### src/rtl/uc_mem_pkg.sv
`default_nettype none

package uc_mem_pkg;

  // Widths that carry a meaning
  typedef logic [39:0] paddr_t;
  typedef logic [63:0] data_t;
  typedef logic [1:0]  lce_id_t;
  typedef logic [3:0]  dev_id_t;
  typedef logic [15:0] clint_off_t;

  typedef enum logic
  {
    e_mem_rd,
    e_mem_wr
  } mem_op_e;

  // One memory message, command or response
  typedef struct packed
  {
    mem_op_e op;
    lce_id_t lce_id;
    paddr_t  addr;
    data_t   data;
  } mem_msg_t;

  // Local memory map
  localparam paddr_t  dram_base_c = 40'h00_8000_0000;
  localparam int      dev_lsb_c   = 20;

  localparam dev_id_t clint_dev_c = 4'd1;
  localparam dev_id_t host_dev_c  = 4'd2;
  localparam dev_id_t cache_dev_c = 4'd3;

  // CLINT register offsets, address bits 15 to 0
  localparam clint_off_t clint_msip_c     = 16'h0000;
  localparam clint_off_t clint_mtimecmp_c = 16'h4000;
  localparam clint_off_t clint_mtime_c    = 16'hBFF8;

  // Dispatch targets of the command path
  typedef enum logic [1:0]
  {
    e_dest_clint,
    e_dest_io,
    e_dest_mem,
    e_dest_loop
  } dest_e;

endpackage

`default_nettype wire

### src/rtl/uc_clint.sv
`timescale 1ns/10ps
`default_nettype none

module uc_clint
  import uc_mem_pkg::*;
  (  input  wire      clk_i
   , input  wire      arst_n_i

   , input  mem_msg_t cmd_i
   , input  wire      cmd_v_i
   , output logic     cmd_ready_o

   , output mem_msg_t resp_o
   , output logic     resp_v_o
   , input  wire      resp_yumi_i

   , output logic     timer_irq_o
   , output logic     software_irq_o
   );

  clint_off_t offset;
  data_t      mtime_r;
  data_t      mtimecmp_r;
  data_t      rd_data;
  logic       msip_r;
  mem_msg_t   resp_r;
  logic       resp_v_r;
  logic       accept;
  logic       wr;

  assign cmd_ready_o = ~resp_v_r;
  assign accept      = cmd_v_i & cmd_ready_o;
  assign wr          = accept & (cmd_i.op == e_mem_wr);
  assign offset      = cmd_i.addr[$bits(clint_off_t)-1:0];

  always_comb
  begin
    case (offset)
      clint_msip_c:     rd_data = data_t'(msip_r);
      clint_mtimecmp_c: rd_data = mtimecmp_r;
      clint_mtime_c:    rd_data = mtime_r;
      default:          rd_data = '0;
    endcase
  end

  always_ff @(posedge clk_i or negedge arst_n_i)
  begin
    if (!arst_n_i)
    begin
      mtime_r    <= '0;
      mtimecmp_r <= '1;
      msip_r     <= 1'b0;
      resp_v_r   <= 1'b0;
    end
    else
    begin
      // A write to mtime takes priority over the tick
      if (wr && (offset == clint_mtime_c))
        mtime_r <= cmd_i.data;
      else
        mtime_r <= mtime_r + data_t'(1);
      if (wr && (offset == clint_mtimecmp_c))
        mtimecmp_r <= cmd_i.data;
      if (wr && (offset == clint_msip_c))
        msip_r <= cmd_i.data[0];
      resp_v_r <= accept | (resp_v_r & ~resp_yumi_i);
    end
  end

  always_ff @(posedge clk_i)
  begin
    if (accept)
    begin
      resp_r.op     <= cmd_i.op;
      resp_r.lce_id <= cmd_i.lce_id;
      resp_r.addr   <= cmd_i.addr;
      resp_r.data   <= (cmd_i.op == e_mem_wr) ? cmd_i.data : rd_data;
    end
  end

  assign resp_o         = resp_r;
  assign resp_v_o       = resp_v_r;
  assign timer_irq_o    = (mtime_r >= mtimecmp_r);
  assign software_irq_o = msip_r;

  // Command router only dispatches here while the response slot is free
  cmd_ready_a: assert property (@(posedge clk_i) disable iff (!arst_n_i)
    cmd_v_i |-> cmd_ready_o);

endmodule

`default_nettype wire

### src/rtl/uc_cmd_router.sv
`timescale 1ns/10ps
`default_nettype none

module uc_cmd_router
  import uc_mem_pkg::*;
  #(parameter int requesters_p = 3)
  (  input  mem_msg_t [requesters_p-1:0] cmd_i
   , input  wire      [requesters_p-1:0] cmd_v_i
   , output logic     [requesters_p-1:0] cmd_yumi_o

   , input  wire                         clint_ready_i
   , input  wire                         loop_ready_i
   , input  wire                         io_ready_i
   , input  wire                         mem_ready_i

   , output mem_msg_t                    cmd_o
   , output logic                        clint_v_o
   , output logic                        loop_v_o
   , output logic                        io_v_o
   , output logic                        mem_v_o
   );

  logic                    all_ready;
  logic [requesters_p-1:0] grant;
  logic                    any_grant;
  dev_id_t                 dev;
  dest_e                   dest;

  // A single busy destination holds back every port
  assign all_ready = clint_ready_i & loop_ready_i & io_ready_i & mem_ready_i;

  // Scan from the top so the lowest valid index wins
  always_comb
  begin
    grant = '0;
    cmd_o = '0;
    if (all_ready)
    begin
      for (int i = requesters_p - 1; i >= 0; i--)
      begin
        if (cmd_v_i[i])
        begin
          grant    = '0;
          grant[i] = 1'b1;
          cmd_o    = cmd_i[i];
        end
      end
    end
  end

  assign cmd_yumi_o = grant;
  assign any_grant  = |grant;

  assign dev = cmd_o.addr[dev_lsb_c +: $bits(dev_id_t)];

  always_comb
  begin
    if (cmd_o.addr >= dram_base_c)
      dest = e_dest_mem;
    else
    begin
      case (dev)
        clint_dev_c: dest = e_dest_clint;
        host_dev_c:  dest = e_dest_io;
        cache_dev_c: dest = e_dest_mem;
        default:     dest = e_dest_loop;
      endcase
    end
  end

  assign clint_v_o = any_grant & (dest == e_dest_clint);
  assign loop_v_o  = any_grant & (dest == e_dest_loop);
  assign io_v_o    = any_grant & (dest == e_dest_io);
  assign mem_v_o   = any_grant & (dest == e_dest_mem);

endmodule

`default_nettype wire

### src/rtl/uc_loopback.sv
`timescale 1ns/10ps
`default_nettype none

module uc_loopback
  import uc_mem_pkg::*;
  (  input  wire      clk_i
   , input  wire      arst_n_i

   , input  mem_msg_t cmd_i
   , input  wire      cmd_v_i
   , output logic     cmd_ready_o

   , output mem_msg_t resp_o
   , output logic     resp_v_o
   , input  wire      resp_yumi_i
   );

  mem_msg_t resp_r;
  logic     resp_v_r;
  logic     accept;

  assign cmd_ready_o = ~resp_v_r;
  assign accept      = cmd_v_i & cmd_ready_o;

  always_ff @(posedge clk_i or negedge arst_n_i)
  begin
    if (!arst_n_i)
      resp_v_r <= 1'b0;
    else
      resp_v_r <= accept | (resp_v_r & ~resp_yumi_i);
  end

  // Same header back, data zeroed
  always_ff @(posedge clk_i)
  begin
    if (accept)
    begin
      resp_r      <= cmd_i;
      resp_r.data <= '0;
    end
  end

  assign resp_o   = resp_r;
  assign resp_v_o = resp_v_r;

endmodule

`default_nettype wire

### src/rtl/uc_resp_router.sv
`timescale 1ns/10ps
`default_nettype none

module uc_resp_router
  import uc_mem_pkg::*;
  #(parameter int requesters_p = 3)
  (  input  mem_msg_t                    clint_resp_i
   , input  wire                         clint_v_i
   , output logic                        clint_yumi_o

   , input  mem_msg_t                    loop_resp_i
   , input  wire                         loop_v_i
   , output logic                        loop_yumi_o

   , input  mem_msg_t                    io_resp_i
   , input  wire                         io_v_i
   , output logic                        io_yumi_o

   , input  mem_msg_t                    mem_resp_i
   , input  wire                         mem_v_i
   , output logic                        mem_yumi_o

   , input  wire      [requesters_p-1:0] fifo_ready_i
   , output mem_msg_t                    resp_o
   , output logic     [requesters_p-1:0] resp_v_o
   );

  logic       all_ready;
  logic [3:0] req;
  logic [3:0] grant;

  assign all_ready = &fifo_ready_i;

  // Bit 0 is the CLINT, highest priority
  assign req   = {mem_v_i, io_v_i, loop_v_i, clint_v_i};
  assign grant = all_ready ? (req & (~req + 4'd1)) : 4'd0;

  assign {mem_yumi_o, io_yumi_o, loop_yumi_o, clint_yumi_o} = grant;

  always_comb
  begin
    case (grant)
      4'b0001: resp_o = clint_resp_i;
      4'b0010: resp_o = loop_resp_i;
      4'b0100: resp_o = io_resp_i;
      default: resp_o = mem_resp_i;
    endcase
  end

  for (genvar i = 0; i < requesters_p; i++)
  begin : g_steer
    assign resp_v_o[i] = (|grant) & (resp_o.lce_id == lce_id_t'(i));
  end

  // A response for a missing requester would be lost
  lce_range_a: assert final (!(|grant) || (int'(resp_o.lce_id) < requesters_p));

endmodule

`default_nettype wire

### src/rtl/uc_two_fifo.sv
`timescale 1ns/10ps
`default_nettype none

module uc_two_fifo
  import uc_mem_pkg::*;
  (  input  wire      clk_i
   , input  wire      arst_n_i

   , input  mem_msg_t data_i
   , input  wire      v_i
   , output logic     ready_o

   , output mem_msg_t data_o
   , output logic     v_o
   , input  wire      yumi_i
   );

  mem_msg_t slot_r [2];
  logic     wptr_r;
  logic     rptr_r;
  logic     full_r;
  logic     enq;

  assign enq     = v_i & ready_o;
  assign ready_o = ~full_r;
  // Pointers differ with one entry and match when empty or full
  assign v_o     = full_r | (wptr_r != rptr_r);
  assign data_o  = slot_r[rptr_r];

  always_ff @(posedge clk_i or negedge arst_n_i)
  begin
    if (!arst_n_i)
    begin
      wptr_r <= 1'b0;
      rptr_r <= 1'b0;
      full_r <= 1'b0;
    end
    else
    begin
      if (enq)
        wptr_r <= ~wptr_r;
      if (yumi_i)
        rptr_r <= ~rptr_r;
      full_r <= (full_r & ~yumi_i) | (enq & ~yumi_i & (wptr_r != rptr_r));
    end
  end

  always_ff @(posedge clk_i)
  begin
    if (enq)
      slot_r[wptr_r] <= data_i;
  end

  yumi_valid_a: assert property (@(posedge clk_i) disable iff (!arst_n_i)
    yumi_i |-> v_o);

endmodule

`default_nettype wire

### src/rtl/uc_uncore.sv
`timescale 1ns/10ps
`default_nettype none

module uc_uncore
  import uc_mem_pkg::*;
  #(parameter int requesters_p = 3)
  (  input  wire                         clk_i
   , input  wire                         arst_n_i

   // Requester ports, 0 icache, 1 dcache, 2 incoming I/O
   , input  mem_msg_t [requesters_p-1:0] proc_cmd_i
   , input  wire      [requesters_p-1:0] proc_cmd_v_i
   , output logic     [requesters_p-1:0] proc_cmd_ready_o

   , output mem_msg_t [requesters_p-1:0] proc_resp_o
   , output logic     [requesters_p-1:0] proc_resp_v_o
   , input  wire      [requesters_p-1:0] proc_resp_yumi_i

   // Outgoing I/O
   , output mem_msg_t                    io_cmd_o
   , output logic                        io_cmd_v_o
   , input  wire                         io_cmd_ready_i

   , input  mem_msg_t                    io_resp_i
   , input  wire                         io_resp_v_i
   , output logic                        io_resp_yumi_o

   // Main memory, no L2 in the path
   , output mem_msg_t                    mem_cmd_o
   , output logic                        mem_cmd_v_o
   , input  wire                         mem_cmd_ready_i

   , input  mem_msg_t                    mem_resp_i
   , input  wire                         mem_resp_v_i
   , output logic                        mem_resp_yumi_o

   , output logic                        timer_irq_o
   , output logic                        software_irq_o
   );

  mem_msg_t [requesters_p-1:0] cmd_fifo_lo;
  logic     [requesters_p-1:0] cmd_fifo_v_lo;
  logic     [requesters_p-1:0] cmd_fifo_yumi_li;

  mem_msg_t                    resp_fifo_li;
  logic     [requesters_p-1:0] resp_fifo_v_li;
  logic     [requesters_p-1:0] resp_fifo_ready_lo;

  mem_msg_t dev_cmd_lo;
  logic     clint_cmd_v_li;
  logic     clint_cmd_ready_lo;
  logic     loop_cmd_v_li;
  logic     loop_cmd_ready_lo;

  mem_msg_t clint_resp_lo;
  logic     clint_resp_v_lo;
  logic     clint_resp_yumi_li;
  mem_msg_t loop_resp_lo;
  logic     loop_resp_v_lo;
  logic     loop_resp_yumi_li;

  for (genvar i = 0; i < requesters_p; i++)
  begin : g_port
    uc_two_fifo u_cmd_fifo
      (.clk_i(clk_i)
       ,.arst_n_i(arst_n_i)
       ,.data_i(proc_cmd_i[i])
       ,.v_i(proc_cmd_v_i[i])
       ,.ready_o(proc_cmd_ready_o[i])
       ,.data_o(cmd_fifo_lo[i])
       ,.v_o(cmd_fifo_v_lo[i])
       ,.yumi_i(cmd_fifo_yumi_li[i])
       );

    uc_two_fifo u_resp_fifo
      (.clk_i(clk_i)
       ,.arst_n_i(arst_n_i)
       ,.data_i(resp_fifo_li)
       ,.v_i(resp_fifo_v_li[i])
       ,.ready_o(resp_fifo_ready_lo[i])
       ,.data_o(proc_resp_o[i])
       ,.v_o(proc_resp_v_o[i])
       ,.yumi_i(proc_resp_yumi_i[i])
       );
  end

  uc_cmd_router #(.requesters_p(requesters_p)) u_cmd_router
    (.cmd_i(cmd_fifo_lo)
     ,.cmd_v_i(cmd_fifo_v_lo)
     ,.cmd_yumi_o(cmd_fifo_yumi_li)
     ,.clint_ready_i(clint_cmd_ready_lo)
     ,.loop_ready_i(loop_cmd_ready_lo)
     ,.io_ready_i(io_cmd_ready_i)
     ,.mem_ready_i(mem_cmd_ready_i)
     ,.cmd_o(dev_cmd_lo)
     ,.clint_v_o(clint_cmd_v_li)
     ,.loop_v_o(loop_cmd_v_li)
     ,.io_v_o(io_cmd_v_o)
     ,.mem_v_o(mem_cmd_v_o)
     );

  // Every destination sees the selected command
  assign io_cmd_o  = dev_cmd_lo;
  assign mem_cmd_o = dev_cmd_lo;

  uc_clint u_clint
    (.clk_i(clk_i)
     ,.arst_n_i(arst_n_i)
     ,.cmd_i(dev_cmd_lo)
     ,.cmd_v_i(clint_cmd_v_li)
     ,.cmd_ready_o(clint_cmd_ready_lo)
     ,.resp_o(clint_resp_lo)
     ,.resp_v_o(clint_resp_v_lo)
     ,.resp_yumi_i(clint_resp_yumi_li)
     ,.timer_irq_o(timer_irq_o)
     ,.software_irq_o(software_irq_o)
     );

  uc_loopback u_loopback
    (.clk_i(clk_i)
     ,.arst_n_i(arst_n_i)
     ,.cmd_i(dev_cmd_lo)
     ,.cmd_v_i(loop_cmd_v_li)
     ,.cmd_ready_o(loop_cmd_ready_lo)
     ,.resp_o(loop_resp_lo)
     ,.resp_v_o(loop_resp_v_lo)
     ,.resp_yumi_i(loop_resp_yumi_li)
     );

  uc_resp_router #(.requesters_p(requesters_p)) u_resp_router
    (.clint_resp_i(clint_resp_lo)
     ,.clint_v_i(clint_resp_v_lo)
     ,.clint_yumi_o(clint_resp_yumi_li)
     ,.loop_resp_i(loop_resp_lo)
     ,.loop_v_i(loop_resp_v_lo)
     ,.loop_yumi_o(loop_resp_yumi_li)
     ,.io_resp_i(io_resp_i)
     ,.io_v_i(io_resp_v_i)
     ,.io_yumi_o(io_resp_yumi_o)
     ,.mem_resp_i(mem_resp_i)
     ,.mem_v_i(mem_resp_v_i)
     ,.mem_yumi_o(mem_resp_yumi_o)
     ,.fifo_ready_i(resp_fifo_ready_lo)
     ,.resp_o(resp_fifo_li)
     ,.resp_v_o(resp_fifo_v_li)
     );

endmodule

`default_nettype wire

### config.mk
export PLATFORM = sky130hd
export DESIGN_NAME = uc_uncore
export DESIGN_NICKNAME = d
export VERILOG_FILES = /design/src/rtl/uc_mem_pkg.sv /design/src/rtl/uc_clint.sv /design/src/rtl/uc_cmd_router.sv /design/src/rtl/uc_loopback.sv /design/src/rtl/uc_resp_router.sv /design/src/rtl/uc_two_fifo.sv /design/src/rtl/uc_uncore.sv
export SDC_FILE = /design/constraint.sdc
export NUM_CORES = 2
export LEC_CHECK = 0
export ABC_CLOCK_PERIOD_IN_PS = 11300
export CORE_ASPECT_RATIO = 0.7
export CORE_MARGIN = 1.5
export CORE_UTILIZATION = 28
export DETAILED_ROUTE_END_ITERATION = 12
export DONT_BUFFER_PORTS = 1
export PLACE_DENSITY_LB_ADDON = 0.25
export SKIP_CTS_REPAIR_TIMING = 1
export SLEW_MARGIN = 20
export SYNTH_ARGS = -nofsm -noshare
export SYNTH_HDL_FRONTEND = slang
export SYNTH_HIERARCHICAL = 1
export SYNTH_SLANG_ARGS = --single-unit
### constraint.sdc
create_clock -name clk_i -period 11.3 [get_ports clk_i]
set_input_delay 0.565 -clock clk_i [delete_from_list [all_inputs] [get_ports clk_i]]
set_output_delay 0.565 -clock clk_i [all_outputs]
set_load 0.03 [all_outputs]
* Word level (Yosys, flattened, before mapping)
Memory sizes are Yosys's and may differ from the RTL's. Index checks and enable logic that the tools add are counted.
Word-level totals: memory bits (writable) 1284, input port bits 547, register bits after elaboration 299, latch bits 0, memories 6, ROM bits 0, word-level logic and storage cells 178
Memories:
- g_port[0].u_cmd_fifo.slot_r | words 2, bits a word 107, rd ports 1, clocked after memory_dff 0, wr ports 1, RTL line uc_two_fifo.sv:18 | mem_msg_t slot_r [2];
- g_port[0].u_resp_fifo.slot_r | words 2, bits a word 107, rd ports 1, clocked after memory_dff 0, wr ports 1, RTL line uc_two_fifo.sv:18
- g_port[1].u_cmd_fifo.slot_r | words 2, bits a word 107, rd ports 1, clocked after memory_dff 0, wr ports 1, RTL line uc_two_fifo.sv:18
- g_port[1].u_resp_fifo.slot_r | words 2, bits a word 107, rd ports 1, clocked after memory_dff 0, wr ports 1, RTL line uc_two_fifo.sv:18
- g_port[2].u_cmd_fifo.slot_r | words 2, bits a word 107, rd ports 1, clocked after memory_dff 0, wr ports 1, RTL line uc_two_fifo.sv:18
- g_port[2].u_resp_fifo.slot_r | words 2, bits a word 107, rd ports 1, clocked after memory_dff 0, wr ports 1, RTL line uc_two_fifo.sv:18
Operators by class: add/subtract/negate cells 2, shift-type cells 0, div/mod/pow operators 0, reductions and logical operators 9, multipliers 0, bitwise gates (word level) 83, equality and inequality tests 19, multiplexer cells 27, order comparisons 2
Operators with widths (count):
- $mux W107 | 4
- $pmux W107 S3 | 1
- $pmux W64 S3 | 1
- $mux W64 | 2
- $add A64 B1 Y64 const B | 1
- $ge A64 B64 Y1 | 1
- $ge A40 B32 Y1 const B | 1
- $and A1 B1 Y1 | 39
- $not A1 Y1 | 28
- $eq A16 B15 Y1 const B | 1
- $eq A16 B16 Y1 const B | 1
- $logic_not A16 Y1 | 1
- $or A1 B1 Y1 | 14
- $eq A4 B2 Y1 const B | 3
- $mux W1 | 12
- $mux W3 | 4
- $eq A4 B1 Y1 const B | 2
- $eq A2 B2 Y1 const B | 3
- $ne A1 B1 Y1 | 6
- $pmux W2 S3 | 1
- $add A4 B1 Y4 const B | 1
- $and A4 B4 Y4 | 1
- $eq A2 B1 Y1 const B | 2
- $eq A4 B3 Y1 const B | 1
- other kinds (8) | 11

* Logic depth before layout (Yosys ltp)
depth in word-level cells 15, mapped depth 20

* Cells and area by module
Netlist, hierarchy kept.
By module, submodules not included:
- uc_two_fifo | area each 7885.1 um^2, times used 6, cells each 346
- uc_clint | area each 12089.1 um^2, times used 1, cells each 1096
- uc_resp_router | area each 2587.5 um^2, times used 1, cells each 390
- uc_cmd_router | area each 2451.1 um^2, times used 1, cells each 392
- uc_loopback | area each 1820.5 um^2, times used 1, cells each 112
- uc_uncore | area each 803.3 um^2, times used 1, cells each 107

* Worst setup path after synthesis
No wires, ideal clock.
kind register to register, start point register g_port[1].u_cmd_fifo.rptr_r, end point register u_clint.mtime_r[62], library setup time 83 ps, path slack 2814 ps, data arrival time 8404 ps, clock period less this slack 8486 ps, data required time 11217 ps, cell stages (with the launch flop) 21, cells stage by stage dfrtp_1 -> buf_6 -> buf_6 -> xnor2_1 -> nand2_1 -> buf_4 -> buf_6 -> nand3b_1 -> o2bb2ai_1 -> nor2_1 -> nand2_1 -> nor3_1 -> nor2b_1 -> and2_0 -> clkbuf_1 -> and2_1 -> buf_2 -> buf_2 -> buf_2 -> nand2_1 -> o21ai_0
RTL lines:
- from (decl) | RTL line uc_two_fifo.sv:20 | logic rptr_r;
- from (signal assigned) | RTL line uc_two_fifo.sv:43 | rptr_r <= ~rptr_r;
- to (signal assigned) | RTL line uc_clint.sv:59 | mtime_r <= cmd_i.data;
- to (signal assigned) | RTL line uc_clint.sv:61 | mtime_r <= mtime_r + data_t'(1);
- to (decl) | RTL line uc_clint.sv:22 | data_t mtime_r;

==> run summary <==
The flow ran to the end, and the final reports show no timing, DRC or antenna violations. In the final timing run, aggregate negative setup slack is 0 ps. Measured along the x axis, the die boundary spans 588 µm. Global routing finished with a remaining overflow of 0. Half-perimeter wire length of the detailed placement result: 168 mm. In this run the clock root is driven by a clkbuf_16.

The run gives 0 as the number of hold-slack violations in the final timing report. The top cell type's share of synthesized area works out to 0.642. The first global-routing pass estimated 318 mm of wire.

Number of CTS-inserted buffers: 173. In the synthesized netlist the dominant register cell turns out to be edfxtp_1. The commonest cells after synthesis are edfxtp_1, mux2_2, nand2_1.

Timing would allow up to 149 MHz. Setup repair after global routing left no endpoint under its margin. During I/O placement, the number of pins put on the boundary was 1,094. The run gives 23.4 mW as the post-layout total power.

Of all cell types, the one taking the most synthesized area is edfxtp_1. Summed over all cells, the static leakage comes to 26.0 nW. The max-slew violation total from the final report was 0. The tools report the number of warnings issued by yosys as 6. The clock skew after layout was 45.3 ps. The routed design has 242 mm of wire.

The post-place setup slack was 4670 ps; the share of layout cells above drive strength 1 was 0.278. Across the whole layout, storage elements account for 0.0469 mm². Max-cap violations in this run came to 0. The logs give 0 for the remaining antenna violation count after routing and 0 for the final number of setup-violating endpoints.

Classification of the worst-slack hold path: in2reg. For the number of antenna violations at the first check in global routing, the log shows 66. The logs give 11,910 ps for the required time at the worst-slack endpoint and 4,173 for the gate count after technology mapping. The routed layout has 38,700 vias. The number of iterations in the first detailed-routing pass is 9, and the cell area after technology mapping is 0.0671 mm². The detailed router finished its first iteration with 3,888 violations. Power spread over the standard cell area amounts to 297 mW/mm². The detailed-route vias per instance is 4.95.

The startpoint identified for the worst hold timing path is proc_cmd_v_i[2]. TritonCTS built the clock tree. Relative to the synthesized area, the layout overhead comes to 17.5%. The count of flip-flops with a built-in enable after synthesis was 1,434; the count of unique library cells instantiated by Yosys was 78. The number of global-route vias before repair was 35,500; the weighted congestion at the end of routability-driven global placement was 0.858. The floorplan has 150 rows.

For the sequential fraction of the synthesis area, the log shows 0.699. The async set-reset flop share out of synthesis was 0.0941; the final-layout worst hold slack was 52.5 ps. The start-to-end type of the worst setup path was reg2reg. In this run the critical register-to-register path is launched from g_port[1].u_cmd_fifo/rptr_r.

CTS saw 1,583 sinks. Ranked by total cell area, the synthesized netlist is headed by edfxtp_1, mux2_2, dfrtp_1. Fill cells in the final layout number 23,100.

Among all cell types in the netlist, the one instantiated most often is edfxtp_1. In the post-route analysis, the smallest setup slack over all paths is 4600 ps. The logs give 150 for the maximum number of pins on one net before global-route repair and 7310 ps for the worst endpoint data arrival time. The share of the cycle needed by the critical path after routing came out at 0.593. In this run the deepest clock path goes through 4 buffers. The starting utilization of the core area is 0.281.

The pin slew with the least headroom to its limit works out to 1230 ps. In the final layout, the multi-input gates occupy 0.0178 mm². The core region is 0.238 mm². The y dimension of the die works out to 412 µm. Total global routing track utilization: 0.191. The H-tree was split into 4 levels.

For this run, design rule violations remaining after detail routing come to 0. The worst setup path is launched from a flip-flop. Each instance of the synthesized netlist takes up on average 16.1 µm². The worst path needs 6700 ps of the cycle, external delays included. The number of register bits inferred by synthesis works out to 1,583.

The most critical setup path has its startpoint at g_port[1].u_cmd_fifo/rptr_r. The worst-case IR drop observed on VDD is 0.246 mV. After clock tree synthesis, the clock-pin slew on the worst setup and hold paths is 60 ps. The largest fanout on the critical path works out to 66. Once placement finished, the instance area stood at 0.0700 mm². The final layout contains 5,075 nets. The design area was 0.0788 mm². The max-slew headroom at the worst pin was 0.171; the detail-routed net length per standard cell was 31.0 µm. The die covers 0.242 mm². The run gives 820 ps as the source-to-sink clock delay at the later pin of the worst-skew pair. The number of buffer cells added on primary ports was 0.

The capturing element type of the critical path is a flip-flop.
power breakdown:
part	leakage, nW	internal (mW)	total, mW	switching (mW)
clock network	2.60	3.12	5.50	2.38
registers	14.8	8.37	8.78	0.404
logic	8.61	2.03	9.15	7.12
total	26.0	13.5	23.4	9.90
path summary, 6_finish.rpt:
kind | endpoint | slack [ps] | cells after the start
min in group asynchronous | u_clint/mtime_r[39] | 450 | 2
hold / removal | g_port[2].u_cmd_fifo/wptr_r | 50 | 2
setup / recovery | u_clint/resp_o[44] | 4600 | 15
setup reg to reg | u_clint/resp_o[44] | 4600 | 15
max in group asynchronous | g_port[1].u_resp_fifo/rptr_r | 9930 | 2
hold reg to reg | u_clint/mtime_r[0] | 580 | 1
registers in the layout, indices dropped and copies added, names as in the netlist, 43 cells and up:
name                       cells
u_loopback/resp_o             43
g_port.u_cmd_fifo/slot_r     642
u_clint/resp_o               107
g_port.u_resp_fifo/slot_r    642
u_clint/mtimecmp_r            64
u_clint/mtime_r               64
metrics by stage:
| step | instances | utilization |
|---|---|---|
| after floorplan | 4236 | - |
| after global placement | 7150 | 0.294 |
| after detailed placement | 7150 | 0.294 |
| after CTS | 7452 | 0.316 |
| after global routing | 7806 | 0.331 |
| final | 7813 | 0.331 |
layout make-up:
type,instances,area share
Sequential cell,1583,0.595
Multi-Input combinational cell,2151,0.226
Clock buffer,214,0.0573
Timing Repair Buffer,451,0.0540
Tap cell,3192,0.0507
Clock inverter,88,0.0108
Inverter,103,0.00492
Antenna cell,31,0.000984
cell usage in the layout, fill, tap and decap left out, types with 65 or more instances in the layout:
| master | synthesis | layout |
|---|---|---|
| a22oi_1 | 259 | 259 |
| a221o_1 | 83 | 83 |
| clkbuf_16 | 0 | 174 |
| inv_1 | 102 | 101 |
| dlygate4sd3_1 | 0 | 328 |
| mux2_2 | 648 | 648 |
| dfrtp_1 | 85 | 79 |
| edfxtp_1 | 1434 | 1434 |
| ha_1 | 65 | 65 |
| o21ai_0 | 204 | 204 |
| buf_4 | 173 | 120 |
| nand2_1 | 273 | 270 |
metal layers:
layer	vias to the layer above	share of wire	GRT usage	wire length [µm]
met3	313	0.079	0.0593	19100
met2	1565	0.44	0.283	106000
met4	42	0.023	0.0485	5480
met1	20200	0.46	0.270	111000
met5	-	0.0010	0	252
li1	16500	-	-	-
logic make-up after synthesis:
logic type / share of synthesized area
buffers and inverters: 0.0446
other: 0.0000559
muxes: 0.122
adders and majority gates: 0.0121
and+or+nand+nor: 0.0399
xor gates and xnor gates: 0.0104
AOI/OAI and AO/OA: 0.0717
DFF: 0.699
worst max-delay path, stage by stage, from the launching register on:
cell and delay, ps:
dfrtp_4 710, xnor2_1 410, nand2_4 480, nor2b_4 230, buf_4 460, a221o_1 240, o21ai_0 440, nor2_2 900
and4_1 310, nand3_1 150, nor4_4 320, buf_4 700, inv_1 90, a21o_2 250, buf_4 330, o21ai_0 310
(Power assumes the default switching activity.)
